## config.mk

```make
export PLATFORM = sky130hd
export DESIGN_NAME = emu_ram_read_path
export DESIGN_NICKNAME = d
export VERILOG_FILES = /design/src/logic/emu_ram_pkg.sv /design/src/logic/emu_ram_read_path.sv
export VERILOG_INCLUDE_DIRS = /design/src /design/src/logic
export SDC_FILE = /design/constraint.sdc
export NUM_CORES = 1
export LEC_CHECK = 0
export BUFFER_PORTS_ARGS = -buffer_cell sky130_fd_sc_hd__buf_4
export CAP_MARGIN = 20
export CORE_ASPECT_RATIO = 1.75
export CORE_MARGIN = 3
export CORE_UTILIZATION = 25
export CTS_CLUSTER_DIAMETER = 120
export DETAILED_ROUTE_END_ITERATION = 10
export PLACE_DENSITY = 0.56
export REMOVE_ABC_BUFFERS = 1
export SLEW_MARGIN = 25
export SYNTH_ARGS = -nofsm -noshare
export SYNTH_HDL_FRONTEND = slang
export SYNTH_SLANG_ARGS = --single-unit
```

## constraint.sdc

```tcl
create_clock -name clk -period 2 [get_ports clk]
set_input_delay 0.5 -clock clk [delete_from_list [all_inputs] [get_ports clk]]
set_output_delay 0.5 -clock clk [all_outputs]
set_load 0.005 [all_outputs]
```

## src/logic/emu_ram_consts.svh

```systemverilog
`ifndef EMU_RAM_CONSTS_SVH
`define EMU_RAM_CONSTS_SVH

// **************************************************
// Bus widths
// **************************************************
`define EMU_ADDR_W          16
`define EMU_DATA_W          64
`define EMU_ID_W            4
`define EMU_LEN_W           8

// Byte lanes per beat, and the address bit where the word index starts
`define EMU_STRB_W          (`EMU_DATA_W / 8)
`define EMU_WORD_LSB        3

// **************************************************
// Memory depth and response timing
// **************************************************
`define EMU_MEM_WORDS_LOG2  10

`define EMU_DLY_W           8
`define EMU_W_DELAY         3
`define EMU_R_DELAY         25

`endif

```

## src/logic/emu_ram_pkg.sv

```systemverilog
`include "emu_ram_consts.svh"

package emu_ram_pkg;

    // **************************************************
    // Plain vector types
    // **************************************************
    typedef logic [`EMU_ADDR_W-1:0]         addr_t;
    typedef logic [`EMU_MEM_WORDS_LOG2-1:0] word_addr_t;
    typedef logic [`EMU_DATA_W-1:0]         data_t;
    typedef logic [`EMU_STRB_W-1:0]         strb_t;
    typedef logic [`EMU_ID_W-1:0]           id_t;
    // Burst length minus one
    typedef logic [`EMU_LEN_W-1:0]          len_t;

    // **************************************************
    // Channel payloads
    // **************************************************

    // Shared by AW and AR
    typedef struct packed {
        id_t   id;
        addr_t addr;
        len_t  len;
    } addr_req_t;

    typedef struct packed {
        data_t data;
        strb_t strb;
        logic  last;
    } w_beat_t;

    typedef struct packed {
        id_t   id;
        data_t data;
        logic  last;
    } r_beat_t;

    // Store ports
    typedef struct packed {
        logic       en;
        word_addr_t addr;
        data_t      data;
        strb_t      strb;
    } mem_wr_t;

    typedef struct packed {
        logic       en;
        word_addr_t addr;
    } mem_rd_t;

    // FSM states
    typedef enum logic [1:0] {WR_IDLE, WR_DATA, WR_WAIT, WR_RESP} wr_state_t;
    typedef enum logic [1:0] {RD_IDLE, RD_WAIT, RD_BURST} rd_state_t;

endpackage

```

## src/logic/emu_ram_read_path.sv

```systemverilog
`timescale 1ns/1ps

`include "emu_ram_consts.svh"

module emu_ram_read_path import emu_ram_pkg::*; (
    input  logic      clk,
    input  logic      breq_valid,

    input  addr_req_t ar,
    input  logic      ar_valid,
    output logic      ar_ready,

    output r_beat_t   r,
    output logic      r_valid,
    input  logic      r_ready,

    output mem_rd_t   mem_rd,
    input  data_t     rd_data
);

    rd_state_t             state;
    rd_state_t             state_next;

    id_t                   id_q;
    len_t                  len_q;
    len_t                  beat_cnt;
    word_addr_t            raddr;
    logic [`EMU_DLY_W-1:0] dly_cnt;

    logic                  ar_fire;
    logic                  r_fire;
    logic                  last_beat;
    logic                  rd_issue;

    assign ar_fire   = ar_valid && ar_ready;
    assign r_valid   = (state == RD_BURST);
    assign r_fire    = r_valid && r_ready;
    assign last_beat = (beat_cnt == len_q);

    // Store output feeds the beat directly
    assign r = '{
        id:   id_q,
        data: rd_data,
        last: last_beat
    };

    // Fetch one cycle ahead; under back-pressure the store holds its output
    assign rd_issue = (state == RD_WAIT && dly_cnt == '0) || (r_fire && !last_beat);

    assign mem_rd = '{
        en:   rd_issue,
        addr: raddr
    };

    // **************************************************
    // Burst FSM
    // **************************************************
    always_comb begin
        state_next = state;
        case (state)
            RD_IDLE: begin
                if (ar_fire) begin
                    state_next = RD_WAIT;
                end
            end
            RD_WAIT: begin
                if (dly_cnt == '0) begin
                    state_next = RD_BURST;
                end
            end
            RD_BURST: begin
                if (r_fire && last_beat) begin
                    state_next = RD_IDLE;
                end
            end
            default: state_next = RD_IDLE;
        endcase
    end

    always_ff @(posedge clk or posedge breq_valid) begin
        if (breq_valid) begin
            state    <= RD_IDLE;
            ar_ready <= 1'b0;
            dly_cnt  <= '0;
            beat_cnt <= '0;
        end else begin
            state    <= state_next;
            ar_ready <= (state_next == RD_IDLE);
            if (ar_fire) begin
                dly_cnt <= `EMU_DLY_W'(`EMU_R_DELAY);
            end else if (state == RD_WAIT && dly_cnt != '0) begin
                dly_cnt <= dly_cnt - 1'b1;
            end
            if (ar_fire) begin
                beat_cnt <= '0;
            end else if (r_fire) begin
                beat_cnt <= beat_cnt + 1'b1;
            end
        end
    end

    // Burst attributes and fetch address
    always_ff @(posedge clk) begin
        if (ar_fire) begin
            id_q  <= ar.id;
            len_q <= ar.len;
            raddr <= ar.addr[`EMU_WORD_LSB +: `EMU_MEM_WORDS_LOG2];
        end else if (rd_issue) begin
            raddr <= raddr + 1'b1;
        end
    end

endmodule

```

==> impl_metrics.tcl <==
set metrics [dict create \
    synth_ff_type "edfxtp_1" \
    h-tree-depth 2 \
    core_area_sq_mm 0.00959 \
    syn_area_sq_mm 0.00250 \
    ys_warn_count 0 \
    wl_per_cell_um 27.9 \
    p_sw_share_pct 32.0 \
    max_freq_mhz 484 \
    maxCapViolCount 0 \
    initial_utilization_pct 26.1 \
    grt_pass1_wl_um 13200 \
    synth_cells 246 \
    die_area_sq_mm 0.0113 \
    pwr-share-comb_pct 33.3 \
    clk_latency_ns 0.28 \
    dr_total_vias 1683 \
    dr.pass1.iters 4 \
    grt.total_usage_pct 17.8 \
    worst_ir_drop_vdd_mv 0.460 \
    hpwl_um 8740 \
    crit_arrival_ns 1.57 \
    whs_ns 0.240 \
    timing.final.ws_setup_ns -0.0678 \
    drtAntennaViolNets 0 \
    dr_wl_met3_um 2900 \
    p_int_mw 2.54 \
    min_path_type "in2async" \
    drtIter0Drc 55 \
    p_leak_nw 1.12 \
    slew_headroom_pct 77.1 \
    fin_nets 342 \
    layout_common_cells "buf_4, edfxtp_1, nand2_1, dfrtp_1" \
    area_growth_pct 13.0 \
    status "finished, violations left" \
    top_layer_used "met4" \
    wl_met1_um 1970 \
    fp.dieW_um 81.6 \
    clk_pin_slew_ns 0.06 \
    synth-async-reset-ratio_pct 46.3 \
    violations "negative setup slack" \
    synth.distinct_cells 34 \
    mostFrequentLayoutCell "buf_4" \
    routabilityCongestion 0.808 \
    power_mw 3.73 \
    critPathLaunchType "flop" \
    period_share_pct 103 \
    avgViaCountPerCell 4.60 \
    critPathCaptureType "primary output" \
    drive_above_1_share_pct 34.8 \
    p_seq_share_pct 41.4 \
    die_h_um 138 \
    cts_buffer_depth 2 \
    p_sw_mw 1.19 \
    antenna_found_initial 0 \
    cts-root-buf "clkbuf_16" \
    cts.sinks 41 \
    synth_edf_count 22 \
    overflow 0 \
    drt-total-wl_um 10200 \
    grt_max_degree 22 \
    critPathKind "reg2out" \
    drc_errors 0 \
    pin_count 178 \
    ys_seq_area_share_pct 45.4 \
    io_buffers 43 \
    cts_tree "built" \
    fin_skew_ns 0.00607 \
    pre_cts_slack_ns 0.146 \
    p_per_area_mw_per_mm2 1320 \
    cts_made_buffers 5 \
    grt_pass1_vias 1642 \
    crit_fanout 2 \
    finalSetupViolCount 1 \
    wl_met2_um 5090 \
    core.rowCount 47 \
    diodes 0 \
    timing.final.crit_period_ns 2.07 \
    report.final.slew_viol_count 0 \
    final_hold_viol_count 0 \
    rsz0062_at_grt "true" \
    worstMarginPinSlew_ns 0.341 \
    clock_power_share_pct 25.3 \
    syn_avg_cell_area_sq_um 10.2 \
    worstPathRequired_ns 1.50 \
    synth-seq-cells 41 \
]
[kinds of logic after synthesis]
group | after synthesis | share of synthesized area [%]
buffers and inverters | 79 | 21.9
flip-flops | 41 | 45.4
adder cells (fa/ha/maj) | 3 | 1.50
XOR/XNOR | 28 | 9.80
AO/OA/AOI/OAI | 25 | 6.05
AND/OR/NAND/NOR | 70 | 15.3
[synthesized netlist by cell type, drive strengths merged (4+ instances only)]
library cell	count	share of area, %
nand3	4	0.80
clkbuf	4	0.60
xor2	12	4.2
a21oi	5	1.0
xnor2	16	5.6
nand2	22	3.4
a211oi	4	1.2
inv	8	1.2
nor2	15	2.3
nand4	8	2.0
dfrtp	19	19
buf	67	20
o21ai	11	2.2
nor3	4	1.0
edfxtp	22	26
[critical path, cell delays in order (launching register included)]
cell and delay, ns:
dfrtp_1 0.38, inv_1 0.07, ha_2 0.17, nor4b_4 0.23, and2_4 0.21, nand2_4 0.05, o21ai_2 0.06, buf_4 0.12
[metrics by stage]
| stage | utilization (%) | setup TNS (ns) | cells | cell area (sq um) |
|---|---|---|---|---|
| 6_report | 29.5 | -0.0678 | 366 | 2830 |
| 5_1_grt | 29.5 | -0.135 | 366 | 2830 |
| 4_1_cts | 28.8 | -0.0707 | 361 | 2770 |
| 3_5_place_dp | 26.5 | 0 | 349 | 2540 |
| 3_3_place_gp | 26.5 | 0 | 349 | 2540 |
| 2_1_floorplan | - | 0 | 175 | 1980 |
[power groups by stage]
stage,Sequential (mW),Clock [mW],Combinational [mW]
5_1_grt,1.59,1.00,1.37
3_3_place_gp,1.55,0,1.11
2_1_floorplan,1.51,0,0.612
4_1_cts,1.55,0.969,1.16
6_report,1.54,0.945,1.24
3_5_place_dp,1.56,0,1.14
[layer usage]
layer,global-route usage [%],vias to the layer above
li1,-,766
met1,10.5,759
met2,29.5,146
met3,22.5,12
met4,6.04,0
met5,0,-
[repair_timing]
| item | 4_1_cts | 5_1_grt |
|---|---|---|
| pin swaps | 2 | 3 |
| setup endpoints to repair | 1 | 2 |
| gates resized for setup | 7 | 7 |
| setup buffers | 4 | 5 |
| hold buffers | 0 | 0 |
[state kept, by name (all words and copies together) (netlist names)]
signal / cells
raddr: 10
id_q: 4
ar_ready: 1
beat_cnt: 8
len_q: 8
dly_cnt: 8
state: 2
[final timing paths]
path | cells after the start | slack (ns) | end | start
max | 7 | -0.07 | mem_rd[10] | dly_cnt[0]
min | 3 | 0.24 | state[0] | breq_valid
max reg2reg | 8 | 0.15 | raddr[4] | dly_cnt[0]
min reg2reg | 1 | 0.59 | state[0] | state[1]
max in group asynchronous | 3 | 1.53 | beat_cnt[1] | breq_valid
min in group clk | 1 | 0.39 | id_q[2] | ar[26]
[final cells by class]
type / count / area [sq um]
Tap cell: 122 / 153
Multi-Input combinational cell: 126 / 860
Timing Repair Buffer: 61 / 470
Clock inverter: 1 / 30.0
Clock buffer: 7 / 143
Inverter: 8 / 30.0
Sequential cell: 41 / 1140
Fill cell: 1001 / 6760
(Power assumes the default switching activity.)
