==> src/logic/emu_ram_consts.svh <==
`ifndef EMU_RAM_CONSTS_SVH
`define EMU_RAM_CONSTS_SVH

// **************************************************
// Bus widths
// **************************************************
`define EMU_ADDR_W          16
`define EMU_DATA_W          64
`define EMU_ID_W            4
`define EMU_LEN_W           8

// Byte lanes per beat, and the address bit where the word index starts
`define EMU_STRB_W          (`EMU_DATA_W / 8)
`define EMU_WORD_LSB        3

// **************************************************
// Memory depth and response timing
// **************************************************
`define EMU_MEM_WORDS_LOG2  10

`define EMU_DLY_W           8
`define EMU_W_DELAY         3
`define EMU_R_DELAY         25

`endif

==> src/logic/emu_ram_pkg.sv <==
`include "emu_ram_consts.svh"

package emu_ram_pkg;

    // **************************************************
    // Plain vector types
    // **************************************************
    typedef logic [`EMU_ADDR_W-1:0]         addr_t;
    typedef logic [`EMU_MEM_WORDS_LOG2-1:0] word_addr_t;
    typedef logic [`EMU_DATA_W-1:0]         data_t;
    typedef logic [`EMU_STRB_W-1:0]         strb_t;
    typedef logic [`EMU_ID_W-1:0]           id_t;
    // Burst length minus one
    typedef logic [`EMU_LEN_W-1:0]          len_t;

    // **************************************************
    // Channel payloads
    // **************************************************

    // Shared by AW and AR
    typedef struct packed {
        id_t   id;
        addr_t addr;
        len_t  len;
    } addr_req_t;

    typedef struct packed {
        data_t data;
        strb_t strb;
        logic  last;
    } w_beat_t;

    typedef struct packed {
        id_t   id;
        data_t data;
        logic  last;
    } r_beat_t;

    // Store ports
    typedef struct packed {
        logic       en;
        word_addr_t addr;
        data_t      data;
        strb_t      strb;
    } mem_wr_t;

    typedef struct packed {
        logic       en;
        word_addr_t addr;
    } mem_rd_t;

    // FSM states
    typedef enum logic [1:0] {WR_IDLE, WR_DATA, WR_WAIT, WR_RESP} wr_state_t;
    typedef enum logic [1:0] {RD_IDLE, RD_WAIT, RD_BURST} rd_state_t;

endpackage

==> src/logic/emu_ram_write_path.sv <==
`timescale 1ns/1ps

`include "emu_ram_consts.svh"

module emu_ram_write_path import emu_ram_pkg::*; (
    input  logic      clk,
    input  logic      breq_valid,

    input  addr_req_t aw,
    input  logic      aw_valid,
    output logic      aw_ready,

    input  w_beat_t   w,
    input  logic      w_valid,
    output logic      w_ready,

    output id_t       b_id,
    output logic      b_valid,
    input  logic      b_ready,

    output mem_wr_t   mem_wr
);

    wr_state_t             state;
    wr_state_t             state_next;

    id_t                   id_q;
    word_addr_t            waddr;
    logic [`EMU_DLY_W-1:0] dly_cnt;

    logic                  aw_fire;
    logic                  w_fire;
    logic                  b_fire;

    assign aw_fire = aw_valid && aw_ready;
    assign w_fire  = w_valid && w_ready;
    assign b_fire  = b_valid && b_ready;

    assign w_ready = (state == WR_DATA);
    assign b_valid = (state == WR_RESP);
    assign b_id    = id_q;

    // Each accepted beat goes straight into the store
    assign mem_wr = '{
        en:   w_fire,
        addr: waddr,
        data: w.data,
        strb: w.strb
    };

    // **************************************************
    // Burst FSM
    // **************************************************
    always_comb begin
        state_next = state;
        case (state)
            WR_IDLE: begin
                if (aw_fire) begin
                    state_next = WR_DATA;
                end
            end
            WR_DATA: begin
                if (w_fire && w.last) begin
                    state_next = WR_WAIT;
                end
            end
            WR_WAIT: begin
                if (dly_cnt == '0) begin
                    state_next = WR_RESP;
                end
            end
            WR_RESP: begin
                if (b_fire) begin
                    state_next = WR_IDLE;
                end
            end
            default: state_next = WR_IDLE;
        endcase
    end

    always_ff @(posedge clk or posedge breq_valid) begin
        if (breq_valid) begin
            state    <= WR_IDLE;
            aw_ready <= 1'b0;
            dly_cnt  <= '0;
        end else begin
            state    <= state_next;
            aw_ready <= (state_next == WR_IDLE);
            // Last beat edge counts as the first of the delay
            if (w_fire && w.last) begin
                dly_cnt <= `EMU_DLY_W'(`EMU_W_DELAY - 1);
            end else if (state == WR_WAIT && dly_cnt != '0) begin
                dly_cnt <= dly_cnt - 1'b1;
            end
        end
    end

    // ID and word address of the current burst
    always_ff @(posedge clk) begin
        if (aw_fire) begin
            id_q  <= aw.id;
            waddr <= aw.addr[`EMU_WORD_LSB +: `EMU_MEM_WORDS_LOG2];
        end else if (w_fire) begin
            waddr <= waddr + 1'b1;
        end
    end

endmodule
==> config.mk <==
export PLATFORM = sky130hd
export DESIGN_NAME = emu_ram_write_path
export DESIGN_NICKNAME = d
export VERILOG_FILES = /design/src/logic/emu_ram_pkg.sv /design/src/logic/emu_ram_write_path.sv
export VERILOG_INCLUDE_DIRS = /design/src /design/src/logic
export SDC_FILE = /design/constraint.sdc
export NUM_CORES = 1
export LEC_CHECK = 0
export ABC_AREA = 0
export BUFFER_PORTS_ARGS = -buffer_cell sky130_fd_sc_hd__buf_2
export CAP_MARGIN = 40
export CELL_PAD_IN_SITES_DETAIL_PLACEMENT = 1
export CELL_PAD_IN_SITES_GLOBAL_PLACEMENT = 1
export CORE_MARGIN = 2
export CORE_UTILIZATION = 25
export CTS_CLUSTER_SIZE = 8
export DETAILED_ROUTE_END_ITERATION = 6
export PLACE_DENSITY = 0.95
export SLEW_MARGIN = 10
export SYNTH_ARGS = -nofsm -noshare
export SYNTH_HDL_FRONTEND = slang
export SYNTH_SLANG_ARGS = --single-unit
==> constraint.sdc <==
create_clock -name clk -period 3.6 [get_ports clk]
set_input_delay 0.18 -clock clk [delete_from_list [all_inputs] [get_ports clk]]
set_output_delay 0.18 -clock clk [all_outputs]
set_load 0.01 [all_outputs]
==> run_results.csv, run 1 <==
group,metric,value,unit
floorplan,core-area,7292,sq um
worst_setup_path,cp.arrival,2010,ps
pwr,p_int,0.7798,mW
worst_setup_path,cp.required,3740,ps
clock_network,cts_tree,"yes",
clock_network,htree_levels,1,
logic_synthesis,yosys.area.top_type,"buf_4",
logic_synthesis,netlist_area,1883,sq um
global_route,grt_overflow_total,0,
detailed_routing,wl_per_cell,14.10,um
job,max-cap-violations,0,
timing,clock_skew,2.371,ps
worst_setup_path,crit_path_max_incr_delay,580,ps
layout,ff_latch_area,695.7,sq um
logic_synthesis,synth.area.top_cells,"buf_4 29%, edfxtp_1 22%, dfrtp_1 15%, nand2_1 3.2%, mux2i_1 2.1%",
logic_synthesis,synth_top_area_share,29.10,%
logic_synthesis,ys.flop_type,"edfxtp_1",
worst_setup_path,crit_slowest_cell,"or4_1",
clock_network,cts_root_buf,"clkbuf_8",
worst_setup_path,cp_cell_sequence,"nand2_1 > inv_1 > or4_1 > nand3_1",
clock_network,insertion_delay,270,ps
timing,fin_tns_setup,0,ps
timing,fin_crit_sh,51.77,%
timing,tightestPinTransition,723.9,ps
floorplan,rows,31,
worst_setup_path,rr_worst_depth,4,
logic_synthesis,seq_area_frac_synth,36.94,%
detailed_routing,routed_wl,3779,um
floorplan,start_util,25.82,%
place,port_buffers,37,
layout,fillCellCount,878,
floorplan,die_h,90.79,um
clock_network,cts_setup_buffers,0,
pwr,switchingPower,0.5584,mW
clock_network,clock_sinks,25,
global_route,grt_max_degree,15,
logic_synthesis,synth_edf_count,14,
worst_setup_path,endpoint_kind,"register",
detailed_routing,antenna_left,0,
global_route,grt_pass1_vias,1244,
logic_synthesis,synth_warnings,0,
floorplan,die_width,90.79,um
place,postPlaceCellArea,1629,sq um
clock_network,clk_pin_slew,90,ps
pwr,fin_total_pwr,1.338,mW
timing,setup_ws,1736,ps
pwr,comb_power_share,41.8,%
global_route,grt_first_pass_wirelength,6147,um
layout,design_area,1685,sq um
detailed_routing,drc,0,
logic_synthesis,async_reset_ff_share,44.00,%
timing,drv_slew,0,
pwr,p_sw_share,41.73,%
place,place_congestion,0.7908,
pwr,power.density,794.0,nW/um^2
worst_setup_path,startpoint_type,"register",
logic_synthesis,synth_area_per_cell,9.231,sq um
timing,rsz0062_at_grt,"no",
detailed_routing,first_pass_iters,4,
worst_setup_path,critical_path_class,"reg -> reg",
layout,fin_nets,279,
pwr,p_leak,0.6894,nW
hold_path,worstHoldPathType,"in -> reg",
layout,layout.cells.non_filler,268,
place,pre_cts_slack,1729,ps
logic_synthesis,synth.most_common_cell,"buf_4",
clock_network,cts_buffers,3,
logic_synthesis,synth_nets,313,
layout,multi_input_area,601.8,sq um
global_route,grt_antenna_before_repair,0,
layout,n_antenna_cell,0,
detailed_routing,avgViaCountPerCell,4.504,
pwr,sequentialPowerShare,45.5,%
place,dp.cells,263,
place,dpl.hpwl,2950,um
layout,drive_gt1_share,27.22,%
timing,finalCriticalPeriod,1864,ps
timing,hold_viol_final,0,
logic_synthesis,synthDistinctLibCells,39,
hold_path,whs_path_depth,1,
floorplan,fp.dieArea,8243,sq um
worst_setup_path,cp_max_fo,14,
logic_synthesis,ys_top_cells_by_count,"73 x buf_4, 16 x nand2_1, 14 x edfxtp_1, 11 x dfrtp_1, 8 x o21ai_0",
logic_synthesis,synth-seq-cells,25,
floorplan,ios,196,
global_route,grt_usage,9.104,%
status,status,"completed",
detailed_routing,vias,1207,
timing,setup_viol,0,
layout,syn2layout_area_growth,-10.50,%
detailed_routing,drt-initial-drc-count,26,
timing,relSlewSlack,51.30,%
clock_network,cts_max_path_buffers,2,
timing,clock.fmax,536.6,MHz
pwr,peakVddDrop,0.2004,mV
logic_synthesis,synthCells,204,
pwr,clock_power_share,12.8,%
## cells in the final DEF, fill, tap and decap left out, types with 2 or more instances in the layout
cell type  count
a31oi_1        5
nand4_1        3
nand2_1       16
nand3_1        7
a21oi_1        6
o21ai_0        8
or3_1          4
mux2i_1        4
or2_2          2
o211ai_1       2
xor2_1         2
ha_1           3
o31ai_1        3
clkbuf_8       3
nor2b_1        2
nor3_1         2
buf_2         37
dfrtp_1       11
and2_1         2
nor2_1         5
or4_1          4
inv_1          6
edfxtp_1      14
## power groups by stage
| stage | combinational [mW] | clock [mW] | sequential, mW |
|---|---|---|---|
| 2_1_floorplan | 0.468 | 0 | 0.590 |
| 3_3_place_gp | 0.539 | 0 | 0.600 |
| 3_5_place_dp | 0.569 | 0 | 0.612 |
| 4_1_cts | 0.573 | 0.176 | 0.606 |
| 5_1_grt | 0.630 | 0.193 | 0.628 |
| 6_report | 0.559 | 0.171 | 0.608 |
## flip-flops by register name (all words and copies together) (netlist names)
| name | flops |
|---|---|
| aw_ready | 1 |
| dly_cnt | 8 |
| state | 2 |
| waddr | 10 |
| b_id | 4 |
## per-stage QoR
step	hold slack (ps)	util, %
floorplan	32.44	-
global placement	197.2	22.34
global route	55.19	23.11
detailed placement	209.0	22.34
finish	75.61	23.11
CTS	68.98	23.11
## critical path: cells and delay by family, from the launching register on
family	cells	cell delay (ps)
simple gates	3	1010
flops	1	410
buf+inv	1	310
## area by class of cell
class                           count  area share, %
Inverter                            6          1.336
Sequential cell                    25          41.28
Clock inverter                      1         0.2970
Clock buffer                        3          2.450
Multi-Input combinational cell     96          35.71
Tap cell                           99          7.350
Timing Repair Buffer               38          11.58
## routing by layer
metal | up-vias | track usage (%) | wire length (um)
li1 | 565 | - | -
met1 | 581 | 10.37 | 1505
met2 | 45 | 14.80 | 1850
met3 | 16 | 4.341 | 336
met4 | 0 | 3.409 | 87
met5 | - | 0 | 0
## kinds of logic after synthesis
| family | Yosys count | share of synthesized area, % |
|---|---|---|
| AO/OA/AOI/OAI | 29 | 9.502 |
| XOR/XNOR | 3 | 1.396 |
| multiplexers | 4 | 2.126 |
| buffers and inverters | 83 | 31.10 |
| flip-flops | 25 | 36.94 |
| adder cells (fa/ha/maj) | 3 | 1.994 |
| AND/OR/NAND/NOR | 57 | 16.94 |
## what timing repair did
item,CTS,global route
hold buffers,1,0
gates resized for setup,0,0
hold endpoints to repair,11,0
## path summary, 6_finish.rpt
| check | startpoint | slack (ps) | end |
|---|---|---|---|
| setup / recovery | aw_ready$_DFF_PP0_ | 1740 | waddr[7]$_DFFE_PP_ |
| hold reg to reg | dly_cnt[0]$_DFFE_PP0P_ | 530 | dly_cnt[0]$_DFFE_PP0P_ |
| min in group asynchronous | breq_valid | 440 | dly_cnt[1]$_DFFE_PP0P_ |
| max in group asynchronous | breq_valid | 2850 | dly_cnt[5]$_DFFE_PP0P_ |
| hold / removal | aw[26] | 80 | b_id[2]$_DFFE_PP_ |
| setup reg to reg | aw_ready$_DFF_PP0_ | 1740 | waddr[7]$_DFFE_PP_ |
Note: power is estimated with default switching activity, not from simulation.
==> inputs of run 2 (changes only) <==
ABC_AREA = 1   (was 0)
CORE_UTILIZATION = 21   (was 25)
PLACE_DENSITY = 0.86   (was 0.95)
clock period = 1.6 ns   (was 3.6 ns; I/O delays follow)
==> run_results.csv, run 2 <==
group,metric,value,unit
status,status,"completed",
floorplan,die_h,100.4,um
clock_network,cts_setup_buffers,0,
clock_network,htree_levels,1,
timing,relSlewSlack,59.02,%
timing,tightestPinTransition,614.1,ps
pwr,sequentialPowerShare,40.5,%
place,place_congestion,0.8290,
layout,fin_nets,320,
floorplan,fp.dieArea,10080,sq um
timing,drv_slew,0,
logic_synthesis,async_reset_ff_share,44.00,%
logic_synthesis,synth.most_common_cell,"buf_4",
worst_setup_path,cp.arrival,1490,ps
logic_synthesis,synth_warnings,0,
floorplan,core-area,9109,sq um
layout,largest_reg_flops,10,
pwr,power.density,1711,nW/um^2
worst_setup_path,cp_cell_sequence,"ha_1 > nand3_1 > nor2_1 > nand4_1 > nand3_1 > nand2_1",
clock_network,cts_tree,"yes",
timing,hold_viol_final,0,
pwr,clock_power_share,11.8,%
global_route,grt_usage,7.680,%
layout,largest_register,"waddr",
worst_setup_path,crit_path_max_incr_delay,380,ps
timing,clock_skew,5.857,ps
timing,clock.fmax,683.8,MHz
global_route,grt_pass1_vias,1380,
place,dp.cells,312,
pwr,p_int,1.766,mW
clock_network,cts_max_path_buffers,2,
worst_setup_path,crit_slowest_cell,"edfxtp_1",
place,port_buffers,37,
worst_setup_path,critical_path_class,"reg -> reg",
worst_setup_path,crit_top_cell,"nand3_1",
layout,layout_commonest_cell,"nand2_1",
global_route,grt_overflow_total,0,
clock_network,insertion_delay,270,ps
logic_synthesis,ys.flop_type,"edfxtp_1",
timing,fin_crit_sh,91.40,%
pwr,peakVddDrop,0.3853,mV
place,pre_cts_slack,94.30,ps
timing,rsz0062_at_grt,"no",
global_route,grt_max_degree,21,
place,dpl.hpwl,3087,um
global_route,grt_first_pass_wirelength,6230,um
timing,fin_tns_setup,0,ps
detailed_routing,first_pass_iters,4,
logic_synthesis,synth_edf_count,14,
clock_network,cts_buffers,3,
layout,syn2layout_area_growth,-6.090,%
clock_network,clk_pin_slew,90,ps
detailed_routing,routed_wl,3883,um
pwr,comb_power_share,47.7,%
logic_synthesis,synth_nets,345,
layout,post-route-util,20.12,%
floorplan,ios,196,
detailed_routing,avgViaCountPerCell,4.137,
detailed_routing,drt-initial-drc-count,30,
logic_synthesis,seq_area_frac_synth,35.64,%
clock_network,cts_root_buf,"clkbuf_8",
logic_synthesis,synth-seq-cells,25,
logic_synthesis,yosys.area.top_type,"buf_4",
pwr,p_leak,0.8819,nW
logic_synthesis,synth_top_area_share,28.08,%
timing,finalCriticalPeriod,1462,ps
logic_synthesis,netlist_area,1952,sq um
floorplan,rows,35,
worst_setup_path,endpoint_kind,"register",
floorplan,die_width,100.4,um
global_route,grt_antenna_before_repair,0,
layout,n_antenna_cell,0,
logic_synthesis,synthDistinctLibCells,26,
clock_network,clock_sinks,25,
worst_setup_path,cp_max_fo,4,
hold_path,worstHoldPathType,"in -> reg",
logic_synthesis,synth_area_per_cell,8.271,sq um
timing,setup_ws,137.6,ps
detailed_routing,drc,0,
logic_synthesis,synthCells,236,
job,max-cap-violations,0,
layout,layout_common_cells,"51 x nand2_1, 37 x buf_2, 21 x inv_1, 15 x nand3_1, 14 x edfxtp_1",
layout,drive_gt1_share,27.14,%
detailed_routing,antenna_left,0,
floorplan,start_util,21.43,%
logic_synthesis,ys_top_cells_by_count,"73 x buf_4, 52 x nand2_1, 21 x inv_1, 15 x nand3_1, 14 x edfxtp_1",
timing,holdWs,81.91,ps
pwr,switchingPower,1.371,mW
detailed_routing,wl_per_cell,12.10,um
worst_setup_path,cp.required,1630,ps
layout,layout.cells.non_filler,321,
timing,setup_viol,0,
logic_synthesis,synth.area.top_cells,"buf_4 28%, edfxtp_1 22%, dfrtp_1 14%, nand2_1 10%, inv_1 4.0%",
pwr,p_sw_share,43.70,%
detailed_routing,vias,1328,
worst_setup_path,startpoint_type,"register",
run 2: final timing paths:
kind	start	end	slack (ps)	cells past startpoint
hold / removal	aw[12]	waddr[1]$_DFFE_PP_	80	3
min in group asynchronous	breq_valid	dly_cnt[7]$_DFFE_PP0P_	370	3
max in group asynchronous	breq_valid	dly_cnt[5]$_DFFE_PP0P_	920	3
setup / recovery	waddr[1]$_DFFE_PP_	waddr[8]$_DFFE_PP_	140	6
hold reg to reg	dly_cnt[0]$_DFFE_PP0P_	dly_cnt[0]$_DFFE_PP0P_	510	2
setup reg to reg	waddr[1]$_DFFE_PP_	waddr[8]$_DFFE_PP_	140	6
run 2: repair_timing:
action,CTS,global route
setup endpoints to repair,0,10
endpoints found under the hold margin,14,1
hold buffers,4,1
resized for setup,0,1
run 2: final cells by class:
| type | instances | area, sq um |
|---|---|---|
| clock buffer | 3 | 41.29 |
| clock inverter | 1 | 5.005 |
| fill | 1091 | 7276 |
| inverter | 22 | 82.58 |
| multi-input combinational | 114 | 611.8 |
| sequential | 25 | 695.7 |
| tap | 111 | 138.9 |
| timing repair buffer | 45 | 257.7 |
run 2: cells by family (layout without fill, tap and decap cells):
kind of cell	after synthesis	after routing	share of synthesized area (%)
buffers and inverters	97	71	33.14
and+or+nand+nor	92	92	22.56
DFF	25	25	35.64
AOI/OAI and AO/OA	14	14	4.486
xor gates and xnor gates	5	5	2.244
adders and majority gates	3	3	1.923
run 2: layer usage:
layer	track usage, %	part of all wire, %
met3	1.811	7.5
met4	3.372	1.2
met2	14.61	52
met1	7.933	39
met5	0	0
run 2: through the flow:
| stage | instance area (sq um) | total power, mW |
|---|---|---|
| finish | 1833 | 3.137 |
| global route | 1833 | 3.435 |
| CTS | 1821 | 3.183 |
| detailed placement | 1734 | 2.797 |
| global placement | 1734 | 2.690 |
| floorplan | 1952 | 2.457 |
run 2: critical path, delay by kind of cell (launching register included):
family	cells	cell delay, ps
AND/OR/NAND/NOR	5	650
flip-flops	1	380
adder cells (fa/ha/maj)	1	190
run 2: power groups by stage:
stage / combinational [mW] / clock [mW] / sequential [mW]
2_1_floorplan: 1.15 / 0 / 1.31
3_3_place_gp: 1.43 / 0 / 1.26
3_5_place_dp: 1.51 / 0 / 1.29
4_1_cts: 1.52 / 0.385 / 1.28
5_1_grt: 1.71 / 0.411 / 1.31
6_report: 1.50 / 0.369 / 1.27
==> inputs of run 3 (changes only) <==
CORE_ASPECT_RATIO = 1.1   (was default)
PLACE_DENSITY = 0.83   (was 0.86)
==> run_results.csv, run 3 (synthesis results as in run 2) <==
group,metric,value,unit
detailed_routing,avgViaCountPerCell,4.003,
detailed_routing,drc,0,
layout,drive_gt1_share,26.32,%
clock_network,cts_max_path_buffers,2,
worst_setup_path,critical_path_class,"reg -> reg",
place,port_buffers,37,
timing,rsz0062_at_grt,"no",
worst_setup_path,crit_top_cell,"nand3_1",
job,max-cap-violations,0,
floorplan,ios,196,
timing,setup_viol,0,
timing,relSlewSlack,70.61,%
worst_setup_path,crit_slowest_cell,"edfxtp_1",
hold_path,holdPathEnd,"waddr[9]$_DFFE_PP_",
worst_setup_path,crit_path_max_incr_delay,410,ps
global_route,grt_pass1_vias,1341,
worst_setup_path,rr_worst_depth,6,
worst_setup_path,startpoint_type,"register",
timing,drv_slew,0,
timing,clock.fmax,698.8,MHz
clock_network,cts_setup_buffers,0,
layout,post-route-util,20.39,%
timing,tightestPinTransition,440.4,ps
layout,layout_common_cells,"52 x nand2_1, 37 x buf_2, 21 x inv_1, 15 x nand3_1, 14 x edfxtp_1",
clock_network,clock_sinks,25,
detailed_routing,met2_length,1998,um
detailed_routing,antenna_left,0,
layout,fillCellCount,1077,
layout,syn2layout_area_growth,-6.346,%
worst_setup_path,cp.required,1630,ps
worst_setup_path,cp-startpoint,"waddr[0]$_DFFE_PP_",
floorplan,die_width,95.92,um
timing,setup_ws,168.9,ps
timing,fin_crit_sh,89.45,%
global_route,grt_usage,7.588,%
detailed_routing,drt-initial-drc-count,37,
floorplan,start_util,21.78,%
place,place_congestion,0.7626,
layout,ff_latch_area,695.7,sq um
detailed_routing,first_pass_iters,3,
layout,largest_register,"waddr",
worst_setup_path,r2r-start,"waddr[0]$_DFFE_PP_",
floorplan,die_h,105.1,um
place,pre_cts_slack,91.14,ps
timing,clock_skew,4.143,ps
detailed_routing,highest_layer,"met4",
detailed_routing,wl_met3,336,um
layout,largest_reg_flops,10,
timing,finalCriticalPeriod,1431,ps
worst_setup_path,r2r_setup_slack,170,ps
hold_path,worstHoldPathType,"in -> reg",
layout,n_antenna_cell,0,
worst_setup_path,endpoint_kind,"register",
place,dpl.hpwl,2977,um
worst_setup_path,timing.rr.end,"waddr[8]$_DFFE_PP_",
clock_network,insertion_delay,270,ps
detailed_routing,vias,1293,
pwr,power.density,1709,nW/um^2
floorplan,core-area,8964,sq um
hold_path,whs_path_depth,3,
detailed_routing,routed_wl,3814,um
timing,hold_viol_final,0,
worst_setup_path,cp_cell_sequence,"ha_1 > nand3_1 > nor2_2 > nand4_1 > nand3_1 > nand2_1",
floorplan,rows,36,
layout,layout_commonest_cell,"nand2_1",
clock_network,clk_pin_slew,80,ps
clock_network,cts_tree,"yes",
global_route,grt_first_pass_wirelength,6203,um
clock_network,cts_buffers,3,
pwr,p_leak,0.8753,nW
detailed_routing,wl_per_cell,11.81,um
global_route,grt_overflow_total,0,
worst_setup_path,cp_max_fo,4,
detailed_routing,wl_met1,1437,um
timing,fin_tns_setup,0,ps
pwr,peakVddDrop,0.3352,mV
layout,multi_input_area,611.8,sq um
floorplan,fp.dieArea,10080,sq um
global_route,grt_antenna_before_repair,0,
clock_network,htree_levels,1,
clock_network,cts_root_buf,"clkbuf_8",
status,status,"completed",
global_route,grt_max_degree,21,
layout,fin_nets,319,
worst_setup_path,cp.arrival,1460,ps
hold_path,worstHoldStart,"aw[20]",
## run 3: worst max path at each step
stage               cells after the start                  to
finish                                  6  waddr[8]$_DFFE_PP_
global route                            6  waddr[8]$_DFFE_PP_
CTS                                     6  waddr[8]$_DFFE_PP_
detailed placement                      6  waddr[8]$_DFFE_PP_
global placement                        6  waddr[8]$_DFFE_PP_
floorplan                               4  waddr[0]$_DFFE_PP_
## run 3: final cells by class
class	count	area share, %
Inverter	22	4.517
Clock buffer	4	2.464
Tap cell	114	7.803
Sequential cell	25	38.06
Timing Repair Buffer	44	13.69
Multi-Input combinational cell	114	33.47
## run 3: per-stage QoR
stage	cell area (sq um)	hold WS [ps]	power, mW	instances
CTS	1826	78.11	3.173	323
finish	1828	86.26	3.123	323
detailed placement	1730	110.8	2.770	314
global route	1828	87.27	3.437	323
floorplan	1952	-67.56	2.457	236
global placement	1730	109.5	2.674	314
## run 3: where the power goes
group | total (mW) | leakage, nW | switching [mW] | internal, mW
registers | 1.27 | 0.273 | 0.254 | 1.02
clock network | 0.369 | 0.0228 | 0.191 | 0.178
logic | 1.48 | 0.579 | 0.925 | 0.559
## run 3: repair_timing
item	4_1_cts	5_1_grt
hold buffers	5	0
gates resized for setup	0	1
hold endpoints to repair	15	0
endpoints found under the setup margin	0	1
## run 3: per-layer routing
layer / vias up / GRT usage, %
met4: 0 / 2.245
li1: 622 / -
met5: - / 0
met2: 37 / 14.54
met3: 12 / 2.884
met1: 622 / 7.241
## run 3: critical path: cells and delay by family, from the launching register on
kind / cells / cell delay (ps)
simple gates: 5 / 570
flops: 1 / 410
fa+ha+maj: 1 / 210
